`config.mk`:
```
export PLATFORM = sky130hd
export DESIGN_NAME = armCore
export DESIGN_NICKNAME = d
export VERILOG_FILES = /design/src/logic/armPkg.sv /design/src/logic/alu.sv /design/src/logic/regFile.sv /design/src/logic/datapath.sv /design/src/logic/decoder.sv /design/src/logic/condLogic.sv /design/src/logic/pcUnit.sv /design/src/logic/armCore.sv
export SDC_FILE = /design/constraint.sdc
export NUM_CORES = 1
export LEC_CHECK = 0
export BUFFER_PORTS_ARGS = -buffer_cell sky130_fd_sc_hd__buf_4
export CORE_MARGIN = 10
export CORE_UTILIZATION = 25
export DETAILED_ROUTE_END_ITERATION = 12
export PLACE_DENSITY = 0.49
export SLEW_MARGIN = 20
export SYNTH_ARGS = -nofsm -noshare
export SYNTH_HDL_FRONTEND = slang
export SYNTH_HIERARCHICAL = 1
export SYNTH_SLANG_ARGS = --single-unit
export TNS_END_PERCENT = 100
```
`constraint.sdc`:
```
create_clock -name clk -period 18.5 [get_ports clk]
set_clock_uncertainty 0.1 [all_clocks]
set_input_delay 0.925 -clock clk [delete_from_list [all_inputs] [get_ports clk]]
set_output_delay 0.925 -clock clk [all_outputs]
set_load 0.02 [all_outputs]
```
`src/logic/armPkg.sv`:
```
// Shared widths, typedefs, control enums and instruction field constants for the ARM core
package armPkg;

   typedef logic [31:0] word_t;     // Data word, address or instruction
   typedef logic [3:0]  regAddr_t;  // Register index
   typedef logic [3:0]  cond_t;     // Condition field
   typedef logic [3:0]  flags_t;    // N, Z, C, V from bit 3 down

   typedef enum logic [1:0] {
      aluAnd = 2'b00,
      aluSub = 2'b01,  // Inverts operand b and sets carry-in
      aluAdd = 2'b10,
      aluOrr = 2'b11
   } aluOp_t;

   typedef enum logic [1:0] {
      immDp8      = 2'b00,  // Zero-extended data-processing immediate
      immMem12    = 2'b01,  // Zero-extended load/store offset
      immBranch24 = 2'b10   // Sign-extended word offset
   } immSrc_t;

   typedef enum logic [1:0] {
      opDataProc = 2'b00,
      opMemory   = 2'b01,
      opBranch   = 2'b10
   } opClass_t;

   localparam regAddr_t pcRegIdx   = 4'd15;
   localparam cond_t    condAlways = 4'b1110;
   localparam word_t    pcStep     = 32'd4;

   // Data-processing function codes in Instr[24:21]
   localparam logic [3:0] functAnd = 4'b0000;
   localparam logic [3:0] functSub = 4'b0010;
   localparam logic [3:0] functAdd = 4'b0100;
   localparam logic [3:0] functOrr = 4'b1100;

   // Instruction field positions
   localparam int condMsb  = 31;
   localparam int condLsb  = 28;
   localparam int opMsb    = 27;
   localparam int opLsb    = 26;
   localparam int iBit     = 25;  // Immediate operand
   localparam int functMsb = 24;
   localparam int functLsb = 21;
   localparam int sBit     = 20;  // Set flags on data processing
   localparam int lBit     = 20;  // Load versus store
   localparam int rnMsb    = 19;
   localparam int rnLsb    = 16;
   localparam int rdMsb    = 15;
   localparam int rdLsb    = 12;
   localparam int rmMsb    = 3;
   localparam int rmLsb    = 0;
   localparam int imm8Msb  = 7;
   localparam int imm12Msb = 11;
   localparam int imm24Msb = 23;

endpackage

```
`src/logic/alu.sv`:
```
// ALU for AND, ORR, ADD and SUB with N, Z, C and V generation
`timescale 1ns/1ps

module alu (
   input  armPkg::word_t  a,
   input  armPkg::word_t  b,
   input  armPkg::aluOp_t ALUControl,
   output armPkg::word_t  Result,
   output armPkg::flags_t ALUFlags
);

   logic          subtract;
   logic          arith;     // Add or subtract
   armPkg::word_t condInvB;
   logic [32:0]   sum;       // Carry out in bit 32
   logic          neg, zero, carry, overflow;

   assign subtract = (ALUControl == armPkg::aluSub);
   assign arith    = (ALUControl == armPkg::aluAdd) | subtract;

   // Subtraction as a + ~b + 1
   assign condInvB = subtract ? ~b : b;
   assign sum      = {1'b0, a} + {1'b0, condInvB} + {32'b0, subtract};

   always_comb
   begin
      case (ALUControl)
         armPkg::aluAnd: Result = a & b;
         armPkg::aluOrr: Result = a | b;
         default:        Result = sum[31:0];  // Add and sub share the adder
      endcase
   end

   assign neg      = Result[31];
   assign zero     = (Result == '0);
   assign carry    = arith & sum[32];
   // Operands of equal effective sign, result sign differs
   assign overflow = arith & ~(a[31] ^ b[31] ^ subtract) & (a[31] ^ sum[31]);
   assign ALUFlags = {neg, zero, carry, overflow};

endmodule

```
`src/logic/regFile.sv`:
```
// Fifteen-entry register file with R15 reading as PC+8
`timescale 1ns/1ps

module regFile (
   input  logic             clk,
   input  logic             we,
   input  armPkg::regAddr_t ra1,
   input  armPkg::regAddr_t ra2,
   input  armPkg::regAddr_t wa,
   input  armPkg::word_t    wd,
   input  armPkg::word_t    r15,
   output armPkg::word_t    rd1,
   output armPkg::word_t    rd2
);

   armPkg::word_t regs [0:14];  // R0 to R14

   // R15 has no storage, its writes are jumps handled by pcUnit
   always_ff @(posedge clk)
   begin
      if (we && wa != armPkg::pcRegIdx)
         regs[wa] <= wd;
   end

   assign rd1 = (ra1 == armPkg::pcRegIdx) ? r15 : regs[ra1];
   assign rd2 = (ra2 == armPkg::pcRegIdx) ? r15 : regs[ra2];

endmodule

```
`src/logic/datapath.sv`:
```
// Datapath with register addressing, immediate extension, operand and result muxes
`timescale 1ns/1ps

module datapath (
   input  logic            clk,
   input  armPkg::word_t   Instr,
   input  armPkg::word_t   ReadData,
   input  armPkg::word_t   PCPlus8,
   input  logic            RegWrite,
   input  logic [1:0]      RegSrc,
   input  armPkg::immSrc_t ImmSrc,
   input  logic            ALUSrc,
   input  armPkg::aluOp_t  ALUControl,
   input  logic            MemtoReg,
   output armPkg::flags_t  ALUFlags,
   output armPkg::word_t   ALUResult,
   output armPkg::word_t   WriteData,
   output armPkg::word_t   Result
);

   armPkg::regAddr_t ra1, ra2, wa;
   armPkg::word_t    srcA, srcB;
   armPkg::word_t    extImm;

   // Branch takes PC+8 as base, store reads rd as its data
   assign ra1 = RegSrc[0] ? armPkg::pcRegIdx : Instr[armPkg::rnMsb:armPkg::rnLsb];
   assign ra2 = RegSrc[1] ? Instr[armPkg::rdMsb:armPkg::rdLsb]
                          : Instr[armPkg::rmMsb:armPkg::rmLsb];
   assign wa  = Instr[armPkg::rdMsb:armPkg::rdLsb];

   regFile rf (
      .clk (clk),
      .we  (RegWrite),
      .ra1 (ra1),
      .ra2 (ra2),
      .wa  (wa),
      .wd  (Result),
      .r15 (PCPlus8),
      .rd1 (srcA),
      .rd2 (WriteData)
   );

   always_comb
   begin
      case (ImmSrc)
         armPkg::immDp8:      extImm = {24'b0, Instr[armPkg::imm8Msb:0]};
         armPkg::immMem12:    extImm = {20'b0, Instr[armPkg::imm12Msb:0]};
         // Word offset, sign extended and shifted by two
         armPkg::immBranch24: extImm = {{6{Instr[armPkg::imm24Msb]}},
                                        Instr[armPkg::imm24Msb:0], 2'b00};
         default:             extImm = '0;
      endcase
   end

   assign srcB = ALUSrc ? extImm : WriteData;

   alu alu (
      .a          (srcA),
      .b          (srcB),
      .ALUControl (ALUControl),
      .Result     (ALUResult),
      .ALUFlags   (ALUFlags)
   );

   assign Result = MemtoReg ? ReadData : ALUResult;  // Write-back and jump target

endmodule

```
`src/logic/decoder.sv`:
```
// Main decoder and ALU decoder producing raw control from the instruction word
`timescale 1ns/1ps

module decoder (
   input  armPkg::word_t   Instr,
   output logic [1:0]      FlagW,      // NZ enable, CV enable
   output logic            PCS,
   output logic            RegW,
   output logic            MemW,
   output logic            MemtoReg,
   output logic            ALUSrc,
   output logic            MemStrobe,
   output armPkg::immSrc_t ImmSrc,
   output armPkg::aluOp_t  ALUControl,
   output logic [1:0]      RegSrc      // [0] R15 as base, [1] rd as second read
);

   armPkg::opClass_t op;
   logic [3:0]       funct;
   logic             functKnown;  // One of the four supported operations
   logic             setFlags;
   logic             branch;

   assign op    = armPkg::opClass_t'(Instr[armPkg::opMsb:armPkg::opLsb]);
   assign funct = Instr[armPkg::functMsb:armPkg::functLsb];

   always_comb
   begin
      // Defaults describe a no-op
      RegW       = 1'b0;
      MemW       = 1'b0;
      MemtoReg   = 1'b0;
      ALUSrc     = 1'b0;
      MemStrobe  = 1'b0;
      ImmSrc     = armPkg::immDp8;
      ALUControl = armPkg::aluAdd;  // Address and branch target use add
      RegSrc     = 2'b00;
      FlagW      = 2'b00;
      branch     = 1'b0;
      functKnown = 1'b1;
      setFlags   = 1'b0;
      case (op)
         armPkg::opDataProc:
         begin
            ALUSrc = Instr[armPkg::iBit];
            case (funct)
               armPkg::functAnd: ALUControl = armPkg::aluAnd;
               armPkg::functSub: ALUControl = armPkg::aluSub;
               armPkg::functAdd: ALUControl = armPkg::aluAdd;
               armPkg::functOrr: ALUControl = armPkg::aluOrr;
               default:          functKnown = 1'b0;  // Unlisted function has no effect
            endcase
            setFlags = functKnown & Instr[armPkg::sBit];
            RegW     = functKnown;
            FlagW[1] = setFlags;
            // Carry and overflow only from arithmetic
            FlagW[0] = setFlags & (ALUControl == armPkg::aluAdd ||
                                   ALUControl == armPkg::aluSub);
         end
         armPkg::opMemory:
         begin
            ALUSrc    = 1'b1;
            ImmSrc    = armPkg::immMem12;
            MemStrobe = 1'b1;
            if (Instr[armPkg::lBit])
            begin
               RegW     = 1'b1;   // LDR
               MemtoReg = 1'b1;
            end
            else
            begin
               MemW   = 1'b1;     // STR
               RegSrc = 2'b10;    // Store data from rd
            end
         end
         armPkg::opBranch:
         begin
            ALUSrc = 1'b1;
            ImmSrc = armPkg::immBranch24;
            RegSrc = 2'b01;       // Base is PC+8
            branch = 1'b1;
         end
         default: ;  // Op 11 unsupported
      endcase
   end

   // Branch or any register write aimed at R15 redirects the PC
   assign PCS = branch |
                (RegW & (Instr[armPkg::rdMsb:armPkg::rdLsb] == armPkg::pcRegIdx));

endmodule

```
`src/logic/condLogic.sv`:
```
// Flag registers, condition check and gating of the write enables
`timescale 1ns/1ps

module condLogic (
   input  logic           clk,
   input  logic           reset,
   input  logic           PCReady,
   input  armPkg::cond_t  Cond,
   input  armPkg::flags_t ALUFlags,
   input  logic [1:0]     FlagW,
   input  logic           PCS,
   input  logic           RegW,
   input  logic           MemW,
   output logic           PCSrc,
   output logic           RegWrite,
   output logic           MemWrite
);

   logic [1:0]     nzFlags;
   logic [1:0]     cvFlags;
   armPkg::flags_t flags;      // State before the current instruction
   logic           condEx;
   logic           commit;     // Condition passed and core not stalled
   logic [1:0]     flagWrite;
   logic           neg, zero, carry, overflow, ge;

   // N and Z
   always_ff @(posedge clk, posedge reset)
   begin
      if (reset)
         nzFlags <= 2'b00;
      else if (flagWrite[1])
         nzFlags <= ALUFlags[3:2];
   end

   // C and V
   always_ff @(posedge clk, posedge reset)
   begin
      if (reset)
         cvFlags <= 2'b00;
      else if (flagWrite[0])
         cvFlags <= ALUFlags[1:0];
   end

   assign flags = {nzFlags, cvFlags};
   assign {neg, zero, carry, overflow} = flags;
   assign ge = (neg == overflow);

   always_comb
   begin
      case (Cond)
         4'b0000:           condEx = zero;              // EQ
         4'b0001:           condEx = ~zero;             // NE
         4'b0010:           condEx = carry;             // CS
         4'b0011:           condEx = ~carry;            // CC
         4'b0100:           condEx = neg;               // MI
         4'b0101:           condEx = ~neg;              // PL
         4'b0110:           condEx = overflow;          // VS
         4'b0111:           condEx = ~overflow;         // VC
         4'b1000:           condEx = carry & ~zero;     // HI
         4'b1001:           condEx = ~carry | zero;     // LS
         4'b1010:           condEx = ge;                // GE
         4'b1011:           condEx = ~ge;               // LT
         4'b1100:           condEx = ~zero & ge;        // GT
         4'b1101:           condEx = zero | ~ge;        // LE
         armPkg::condAlways: condEx = 1'b1;
         default:           condEx = 1'b0;              // 1111 never executes
      endcase
   end

   // State changes only on a cycle that retires the instruction
   assign commit    = condEx & PCReady;
   assign flagWrite = FlagW & {2{commit}};
   assign RegWrite  = RegW & commit;
   assign MemWrite  = MemW & commit;
   assign PCSrc     = PCS & condEx;  // pcUnit applies the stall itself

endmodule

```
`src/logic/pcUnit.sv`:
```
// Program counter register, PC+4 and PC+8 adders and next-PC selection
`timescale 1ns/1ps

module pcUnit (
   input  logic          clk,
   input  logic          reset,
   input  logic          PCReady,
   input  logic          PCSrc,
   input  armPkg::word_t Result,
   output armPkg::word_t PC,
   output armPkg::word_t PCPlus4,
   output armPkg::word_t PCPlus8
);

   armPkg::word_t pcNext;

   assign PCPlus4 = PC + armPkg::pcStep;
   assign PCPlus8 = PCPlus4 + armPkg::pcStep;  // Value R15 reads as
   assign pcNext  = PCSrc ? Result : PCPlus4;  // Taken branch or R15 write

   always_ff @(posedge clk, posedge reset)
   begin
      if (reset)
         PC <= '0;
      else if (PCReady)       // Hold during a stall
         PC <= pcNext;
   end

endmodule

```
`src/logic/armCore.sv`:
```
// Top level of the single-cycle ARM core joining control, PC and datapath
`timescale 1ns/1ps

module armCore (
   input  logic          clk,
   input  logic          reset,
   output armPkg::word_t PC,
   input  armPkg::word_t Instr,
   output logic          MemWrite,
   output logic          MemStrobe,
   output armPkg::word_t ALUResult,   // Data address
   output armPkg::word_t WriteData,
   input  armPkg::word_t ReadData,
   input  logic          PCReady     // Low stalls the core
);

   logic [1:0]      flagW;
   logic            pcs, regW, memW;
   logic            memtoReg, aluSrc;
   armPkg::immSrc_t immSrc;
   armPkg::aluOp_t  aluControl;
   logic [1:0]      regSrc;
   logic            pcSrc, regWrite;
   armPkg::flags_t  aluFlags;
   armPkg::word_t   result;
   armPkg::word_t   pcPlus8;

   decoder dec (
      .Instr      (Instr),
      .FlagW      (flagW),
      .PCS        (pcs),
      .RegW       (regW),
      .MemW       (memW),
      .MemtoReg   (memtoReg),
      .ALUSrc     (aluSrc),
      .MemStrobe  (MemStrobe),
      .ImmSrc     (immSrc),
      .ALUControl (aluControl),
      .RegSrc     (regSrc)
   );

   condLogic cl (
      .clk      (clk),
      .reset    (reset),
      .PCReady  (PCReady),
      .Cond     (Instr[armPkg::condMsb:armPkg::condLsb]),
      .ALUFlags (aluFlags),
      .FlagW    (flagW),
      .PCS      (pcs),
      .RegW     (regW),
      .MemW     (memW),
      .PCSrc    (pcSrc),
      .RegWrite (regWrite),
      .MemWrite (MemWrite)
   );

   // PC+4 only feeds the next-PC choice inside pcUnit
   pcUnit pcu (
      .clk     (clk),
      .reset   (reset),
      .PCReady (PCReady),
      .PCSrc   (pcSrc),
      .Result  (result),
      .PC      (PC),
      .PCPlus4 (),
      .PCPlus8 (pcPlus8)
   );

   datapath dp (
      .clk        (clk),
      .Instr      (Instr),
      .ReadData   (ReadData),
      .PCPlus8    (pcPlus8),
      .RegWrite   (regWrite),
      .RegSrc     (regSrc),
      .ImmSrc     (immSrc),
      .ALUSrc     (aluSrc),
      .ALUControl (aluControl),
      .MemtoReg   (memtoReg),
      .ALUFlags   (aluFlags),
      .ALUResult  (ALUResult),
      .WriteData  (WriteData),
      .Result     (result)
   );

endmodule

```
# Word-level counts from Yosys, hierarchy flattened
# Memory sizes are Yosys's and may differ from the RTL's.
# Index checks and enable logic that the tools add are counted.
# totals
mem_bits_rw	480
reg_bits	36
n_memories	1
# memory_table
name	words	word_bits	read_ports	rd_clocked_by_memory_dff	write_ports	line	source
dp.rf.regs	15	32	2	0	1	regFile.sv:16	armPkg::word_t regs [0:14];
# classes
n_reduce_logical	10
add_sub_neg	4
n_mux	30
n_bitwise	29
n_eq_ne	31
# ops
operator	count
$mux 32	6
$pmux 32 s3	1
$add 32x3->32 const B	2
$pmux 32 s2	1
$eq 4x4->1 const B	11
$add 32x32->33	1
$add 33x1->33	1
$and 32x32->32	1
$logic_not 32->1	1
$not 32->32	1
$or 32x32->32	1
$eq 4x3->1 const B	5
$pmux 1 s15	1
$and 1x1->1	12
$eq 4x2->1 const B	3
$eq 2x2->1 const B	5
$mux 1	10
$eq 2x1->1 const B	4
$logic_not 4->1	2
$mux 2	4
$mux 4	2
$pmux 2 s2	2
$logic_not 2->1	3
$not 1->1	6
other kinds (12)	18

# Longest topological paths before layout
# Gate-level depths: netlist of the first run.
# logic_depth
depth_word	13
depth_mapped	30
depth_no_buf	26

# Hierarchy
# Netlist of the first run, hierarchy kept.
# by_module_without_submodules
mod	instances	area_per_inst_um2	cells_each
regFile	1	23176.0	1452
alu	1	3527.1	522
pcUnit	1	3110.5	406
datapath	1	1208.7	152
condLogic	1	406.6	45
decoder	1	222.7	30

# Worst setup path before layout of the first run
# No wires, ideal clock.
# synth_path
kind	input to output
start	input port Instr[27]
end	output port ALUResult[28]
path_stages	24
slack_ps	11113
arrival_time_ps	6362
required_ps	17475
path_cell_list	inv_1 -> ha_1 -> nor2b_1 -> buf_4 -> mux2_2 -> buf_4 -> buf_8 -> buf_8 -> buf_6 -> mux2i_1 -> a22oi_1 -> a21oi_1 -> nor3_1 -> inv_1 -> o21ai_0 -> mux2i_2 -> fa_1 -> nor2b_4 -> o31ai_4 -> a211oi_4 -> or4b_4 -> a41o_1 -> and4_2 -> nor3_2
# synth_between
elab_chain_len	11
elab_cells_between_ends	30
cone_classes	add/sub (2); eq/ne (8); mux (12); bitwise (3); reduce/logical (4); memory (1)
# synth_lines
element	line	source
start, declared	armCore.sv:8	input armPkg::word_t Instr,
$eq 2x2->1 / $eq 2x1->1 (equally long branches)	decoder.sv:42	case (op)
$pmux 2 s2 (*)	decoder.sv:42	
via regSrc[1]	armCore.sv:22	logic [1:0] regSrc;
$mux 4 (*)	datapath.sv:27	assign ra2 = RegSrc[1] ? Instr[armPkg::rdMsb:armPkg::rdLsb]
via dp.ra2[0]	datapath.sv:21	armPkg::regAddr_t ra1, ra2, wa;
$mem_v2 15x32 / $eq 4x4->1 (equally long branches)	--	
$mux 32 (*)	regFile.sv:26	assign rd2 = (ra2 == armPkg::pcRegIdx) ? r15 : regs[ra2];
via WriteData[0]	armCore.sv:12	output armPkg::word_t WriteData,
$mux 32 (*)	datapath.sv:55	assign srcB = ALUSrc ? extImm : WriteData;
via dp.srcB[0]	datapath.sv:22	armPkg::word_t srcA, srcB;
$not 32->32	alu.sv:22	assign condInvB = subtract ? ~b : b;
$mux 32 (*)	alu.sv:22	
$add 32x32->33 (*)	alu.sv:23	assign sum = {1'b0, a} + {1'b0, condInvB} + {32'b0, subtract};
$add 33x1->33 (*)	alu.sv:23	
$pmux 32 s2 (*)	alu.sv:27	case (ALUControl)
end, declared	armCore.sv:11	output armPkg::word_t ALUResult,
# Mark *: on every way through the listed nets, which the timed path passes. The rest lies on a longest branch.

# Worst setup path in the final report of the first run
# layout_path
start	input port Instr[27]
end	output port ALUResult[31]
# layout_between
elab_chain_len	11
elab_cells_between_ends	30
cone_classes	add/sub (2); eq/ne (8); mux (12); bitwise (3); reduce/logical (4); memory (1)
# layout_lines
element	line
$eq 2x2->1 / $eq 2x1->1 (equally long branches)	decoder.sv:42
$pmux 2 s2 (*)	decoder.sv:42
$mux 4 (*)	datapath.sv:27
via dp.ra2[0]	datapath.sv:21
$mem_v2 15x32 / $eq 4x4->1 (equally long branches)	--
$mux 32 (*)	regFile.sv:26
$mux 32 (*)	datapath.sv:55
via dp.srcB[9]	datapath.sv:22
$not 32->32	alu.sv:22
$mux 32 (*)	alu.sv:22
$add 32x32->33 (*)	alu.sv:23
$add 33x1->33 (*)	alu.sv:23
$pmux 32 s2 (*)	alu.sv:27
# Marked as above.

==> results of run 1 <==
-- state kept, by name, indices dropped and copies added (netlist names) --
register,flops
dp/rf/regs,480
cl/cvFlags,2
pcu/PC,32
cl/nzFlags,2
-- worst min path at each step --
stage,from,endpoint,cells past startpoint
2_1_floorplan,cl/cvFlags[0]$_DFFE_PP0P_,cl/cvFlags[0]$_DFFE_PP0P_,1
3_3_place_gp,cl/cvFlags[0]$_DFFE_PP0P_,cl/cvFlags[0]$_DFFE_PP0P_,1
3_5_place_dp,cl/cvFlags[0]$_DFFE_PP0P_,cl/cvFlags[0]$_DFFE_PP0P_,1
4_1_cts,reset,cl/cvFlags[0]$_DFFE_PP0P_,2
5_1_grt,reset,cl/cvFlags[0]$_DFFE_PP0P_,2
6_report,reset,cl/cvFlags[0]$_DFFE_PP0P_,2
-- cell type report --
cell class,instances,area (um^2)
tap,1650,2060
antenna,2,5.00
clock inverter,26,253
timing repair buffer,223,1670
fill,12900,89500
sequential,516,15300
inverter,80,300
clock buffer,73,1520
multi-input combinational,1804,14900
-- per-layer routing --
layer / up-vias / routed length, um / global-route usage [%]
met2: 1011 / 57500 / 27.5
met5: - / 25 / 0
met1: 12300 / 56000 / 23.9
li1: 10300 / - / -
met4: 4 / 4110 / 4.84
met3: 174 / 10700 / 4.02
-- per-stage QoR --
stage | cells | setup WS, ns | hold slack, ns | instance area (um^2) | util [%]
after floorplan | 2600 | 11.11 | 0.426 | 31600 | -
after CTS | 4372 | 8.58 | 0.0743 | 36100 | 28.7
after global placement | 4273 | 8.71 | 0.450 | 34300 | 27.3
final | 4374 | 8.58 | 0.0985 | 36100 | 28.7
after detailed placement | 4273 | 8.62 | 0.458 | 34300 | 27.3
after global routing | 4373 | 8.03 | 0.101 | 36100 | 28.7
-- power breakdown --
part	internal, mW	switching, mW
Clock	0.620	0.495
Combinational	0.471	1.03
Sequential	1.47	0.0863
==> results summary, run 1 <==
The run finished with clean final reports. The worst reg-to-reg setup slack came out at 9.71 ns. The number of gates resized after cts is 0.

The maximum number of pins on one net before global-route repair came out at 61. The Yosys step of the flow raised 6 warnings. The number of H-tree levels came out at 2. The detail-routed net length per standard cell is 29.4 um. The aggregate negative setup slack is 0 ns. The clock period could shrink to 9.92 ns. STA puts the critical path data required time at 17.48 ns. The pre-antenna-repair detailed-routing pass consisted of 6 iterations. The category of cells accounting for the largest share of critical-path delay is compound AO/OA/AOI/OAI gates. The endpoint identified for the worst register-to-register timing path is pcu/PC[31]$_DFFE_PP0P_. The total clock sinks came out at 516.

The maximum achievable frequency came out at 0.101 GHz. The beginning of the critical path is Instr[27]. For this design, the slowest cell found on the critical path is sky130_fd_sc_hd__nor3_1. The aggregate global routing overflow is 0. The number of routed nets with antenna violations came out at 0. The number of rows in the core area came out at 130.

The number of buffers inserted for hold repair after clock tree synthesis came out at 0. The net count of the mapped netlist is 2716. The worst vdd rail ir drop is 0.0931 mV. The biggest cell delay along the critical path is 0.82 ns. The library cell used most frequently in the layout, excluding fill and tap cells, is sky130_fd_sc_hd__edfxtp_1. Setup repair after global routing left no endpoint under its margin.

Following the worst setup path forward leads to its endpoint at ALUResult[31]. The slew of the pin with the lowest slew margin is 1.21 ns. The effective utilization at floorplan is 25.2%. From left edge to right edge, the die measures 376 um. The total setup violations reported at the end of the flow is 0.

The worst setup path is captured at a primary output. The worst reg-to-reg path cell count came out at 25. The worst setup path is launched from an input port.

The detail-routed via count per cell came out at 5.44. The total via count in the routed design came out at 23.8k. TritonCTS built the clock tree.

TritonCTS created 57 clock buffers. The relative area change from synthesis to final layout came out at 14.1%. The floorplan step defined a die boundary enclosing 0.141 mm^2. The global-route total usage across every layer came out at 17.5%. The number of buffers and inverters on the critical path is 7. The number of nets in the layout is 2798.

The final clock period utilization by the worst path came out at 53.6%. The first global-routing pass estimated 179 mm of wire. The fraction of final layout cells with drive strength greater than 1 came out at 21.3%. The synthesized area is 0.0316 mm^2. The die extent in y is 376 um. The post-route total power came out at 4.18 mW. The post-synthesis area per instance came out at 12.2 um^2. The count of routing violations after the opening detailed-route iteration came out at 2797. The most numerous cell type found on the critical path is sky130_fd_sc_hd__buf_4. Summed over all layers, the routed wires come to 128 mm.

The worst register-to-register path begins at pcu/PC[2]$_DFFE_PP0P_. After clock tree synthesis, the setup repair step added 0 buffers. After technology mapping, the gate count stands at 2600.

The number of maximum-capacitance violations is 0. The min-delay analysis places its worst path in the category in -> async. The static leakage is 13.0 nW. The tree is rooted in a sky130_fd_sc_hd__clkbuf_16. The maximum buffer depth of the clock tree came out at 3. The wire-length estimate of the detail-placed layout is 87.9 mm.

The count of final max-slew check failures was 0. The power density over the cells is 116 mW/mm^2. The arrival time of the worst setup path came out at 8.90 ns.

The I/O pin count is 165. The count of final hold-check violations is 0. The later-pin clock latency in the skew report came out at 0.65 ns. The critical path in this run is classified as in -> out. The remaining design rule violation count came out at 0. The initial antenna violation count came out at 7.

The via count of the first global-routing pass is 23.1k. The largest fanout on the critical path is 55. The area inside the core boundary came out at 0.126 mm^2.

The critical path crosses 25 cells after its start point. Leaving out fill and tap cells, the most frequent cells in the layout are sky130_fd_sc_hd__edfxtp_1 (480), sky130_fd_sc_hd__buf_4 (223), sky130_fd_sc_hd__mux2i_1 (210). The register clock-pin slew on the reported worst setup and hold paths is 0.06 ns.

The tightest slew margin relative to the limit came out at 18.6%. The congestion estimate from routability-driven global placement came to 0.935. In this run the tool buffered the top-level ports with 164 buffer cells.
Power figures use the tool's default switching activity.
==> inputs of run 2 (changes only) <==
Settings changed: PLACE_DENSITY 0.49 to 0.51.
Clock period 18.5 ns to 8.9 ns, I/O delays scaled along.
==> results summary, run 2 (same netlist as run 1, synthesis figures left out) <==
The flow ran to the end, and the final reports show no timing, DRC or antenna violations. The die is 376 um tall. The path with the worst hold slack has its endpoint at cl/cvFlags[0]$_DFFE_PP0P_. The startpoint identified for the worst register-to-register timing path is pcu/PC[4]$_DFFE_PP0P_.

The worst hold path belongs to the class in -> reg. The detail-routed net length per standard cell is 29.9 um. The number of setup buffers added after CTS is 0. The number of rows in the core area came out at 130. The wire length of the first global-routing pass is 184 mm. For the worst setup path, the data required time is 8.36 ns.

Setup repair after global routing left no endpoint under its margin. The largest fanout on the critical path came out at 9. The number of maximum-capacitance violations is 0. The reported net switching power came out at 3.44 mW. The longest clock path from root to sink contains 3 buffers. The number of clock buffers inserted by TritonCTS is 57. The relative area change from synthesis to final layout is 15.8%. Including well taps, the total number of placed cells is 4325.

The biggest cell delay along the critical path came out at 0.62 ns. For this design, the slowest cell found on the critical path is sky130_fd_sc_hd__o21ai_0. The worst hold-check slack came out at 0.153 ns.

The register clock-pin slew on the reported worst setup and hold paths is 0.06 ns. The via count of the first global-routing pass is 23.4k. The final wirelength is 132 mm.

The pre-CTS worst setup slack is 0.522 ns. STA classifies the critical path startpoint as a register. In the final layout, the share of cells above drive strength 1 is 23.0%. The later-pin clock latency in the skew report is 0.66 ns.

The largest registers in the layout are dp/rf/regs x480, pcu/PC x32. The worst-case IR drop observed on VDD is 0.215 mV. The total die area is 0.141 mm^2. The combinational cell fraction of total power is 36.6%. The type of element capturing the critical path is a primary output. The initial antenna violation count is 8.

The worst hold path was traced through 4 stages. For the pin with the worst max-slew slack, the measured transition is 1.11 ns. The net switching fraction of the power is 38.9%. TritonCTS built the clock tree.

The count of final hold-check violations is 0. The number of flip-flops in the largest register came out at 480. The aggregate global routing overflow came out at 0. The tightest slew margin relative to the limit came out at 25.4%. The maximum number of pins on one net before global-route repair came out at 65. Timing would allow up to 0.117 GHz. Measured along the x axis, the die boundary spans 376 um. The critical path is of the reg -> out type. The arrival time of the worst setup path came out at 8.03 ns. The post-place instance area is 0.0348 mm^2. The total setup violations reported at the end of the flow came out at 0.

The clock network fraction of design power is 26.7%. In this run the critical register-to-register path is captured at pcu/PC[25]$_DFFE_PP0P_. After detailed routing, the number of vias per cell comes to 5.56. Detailed routing inserted a total of 24.7k vias.

The register with the most flip-flops is dp/rf/regs. The startpoint identified for the worst hold timing path is Instr[24]. The total clock sinks is 516.

The remaining design rule violation count is 0. The number of cells on the worst reg-to-reg path is 22. After layout, the worst path uses 96.3% of the clock period. Detailed placement ended at an HPWL of 94.7 mm. For this configuration, the core starts out at a cell density of 25.2%.

The internal cell power came out at 5.42 mW. The final cell count without fillers is 4432. The static leakage came out at 13.3 nW. The area inside the core boundary came out at 0.126 mm^2.

The count of final max-slew check failures is 0. The power density over the cells is 242 mW/mm^2. The congestion estimate from routability-driven global placement came to 0.965. The sequential share of power is 36.7%. The library cell used as clock root buffer is sky130_fd_sc_hd__clkbuf_16.

The clock tree synthesis step divided the H-tree into 2 levels. The count of routing violations after the opening detailed-route iteration is 2923. After routing the design area is 0.0366 mm^2. The number of routed nets with antenna violations came out at 0. The number of nets in the layout is 2851.

The top cell types in the final layout, fill and taps aside, are sky130_fd_sc_hd__edfxtp_1 (480), sky130_fd_sc_hd__buf_4 (269), sky130_fd_sc_hd__mux2i_1 (210). The final-layout fill cell count came out at 12.9k. Leaving out fill and tap cells, the most frequent cell in the layout is sky130_fd_sc_hd__edfxtp_1. The aggregate negative setup slack came out at 0 ns. The worst reg-to-reg setup slack is 0.83 ns. The final critical delay including setup and external delays came out at 8.57 ns.

The setup slack after layout is 0.326 ns. The signal on the critical path passes through ha_1, nand4_2, nor3_2, xor2_2, o211ai_1, or2_2, nor2_1, xor2_2, nor2_1, nor3_1, inv_1, o22ai_1, xor2_1, ha_1, nand3_1, or3_1, o21ai_0, a21oi_1, nor3_1, buf_4. The count of buffers added on input and output ports is 164. The global-route total usage across every layer came out at 17.9%. The count of TritonRoute iterations in the first routing pass is 6. 165 I/O pins were placed. The beginning of the critical path is pcu/PC[4]$_DFFE_PP0P_.
==> run 2: worst max-delay path by stage <==
stage	endpoint	cells past startpoint
floorplan	cl/nzFlags[0]$_DFFE_PP0P_	28
global placement	pcu/PC[25]$_DFFE_PP0P_	21
detailed placement	pcu/PC[25]$_DFFE_PP0P_	22
CTS	ALUResult[25]	20
global route	ALUResult[31]	22
finish	ALUResult[25]	20
==> run 2: layout make-up <==
type | instances | area, um^2 | share of cell area [%]
multi-input cells | 1804 | 15000 | 40.9
diodes | 1 | 2.50 | 0.00683
well taps | 1650 | 2060 | 5.64
flip-flops and latches | 516 | 15300 | 41.8
clock buffers | 66 | 1460 | 3.99
clock inverters | 39 | 352 | 0.960
inverters | 80 | 300 | 0.820
repair buffers | 276 | 2150 | 5.87
==> run 2: routing by layer <==
metal  wire length [um]  track usage [%]  part of all wire (%)
met4               4060             5.11                   3.1
met3              11500             3.24                   8.7
met2              60200             28.4                    46
met1              56500             24.7                    43
met5                 39                0                 0.029
==> run 2: per-stage QoR <==
stage               utilization [%]  total power, mW
floorplan                         -             5.04
finish                         29.2             8.86
detailed placement             27.7             6.47
CTS                            29.1             8.83
global route                   29.2             9.12
global placement               27.7             6.47
==> run 2: worst max-delay path, delay by kind of cell (launching register included) <==
kind / cells / cell delay, ns
simple gates: 9 / 2.98
compound gates: 4 / 1.56
xor+xnor: 3 / 1.03
fa+ha+maj: 2 / 0.79
flops: 1 / 0.51
buf+inv: 2 / 0.48
==> run 2: repair_timing <==
item	CTS	global route
gates cloned	0	0
hold buffers	1	0
endpoints found under the hold margin	36	0
gates resized for setup	1	5
endpoints found under the setup margin	2	3
pin swaps	0	0
==> run 2: power by group through the flow <==
| stage | combinational, mW | sequential, mW | clock, mW |
|---|---|---|---|
| 6_report | 3.24 | 3.25 | 2.37 |
| 3_5_place_dp | 3.18 | 3.29 | 0 |
| 2_1_floorplan | 1.79 | 3.25 | 0 |
| 3_3_place_gp | 3.18 | 3.29 | 0 |
| 5_1_grt | 3.37 | 3.26 | 2.49 |
| 4_1_cts | 3.19 | 3.24 | 2.40 |
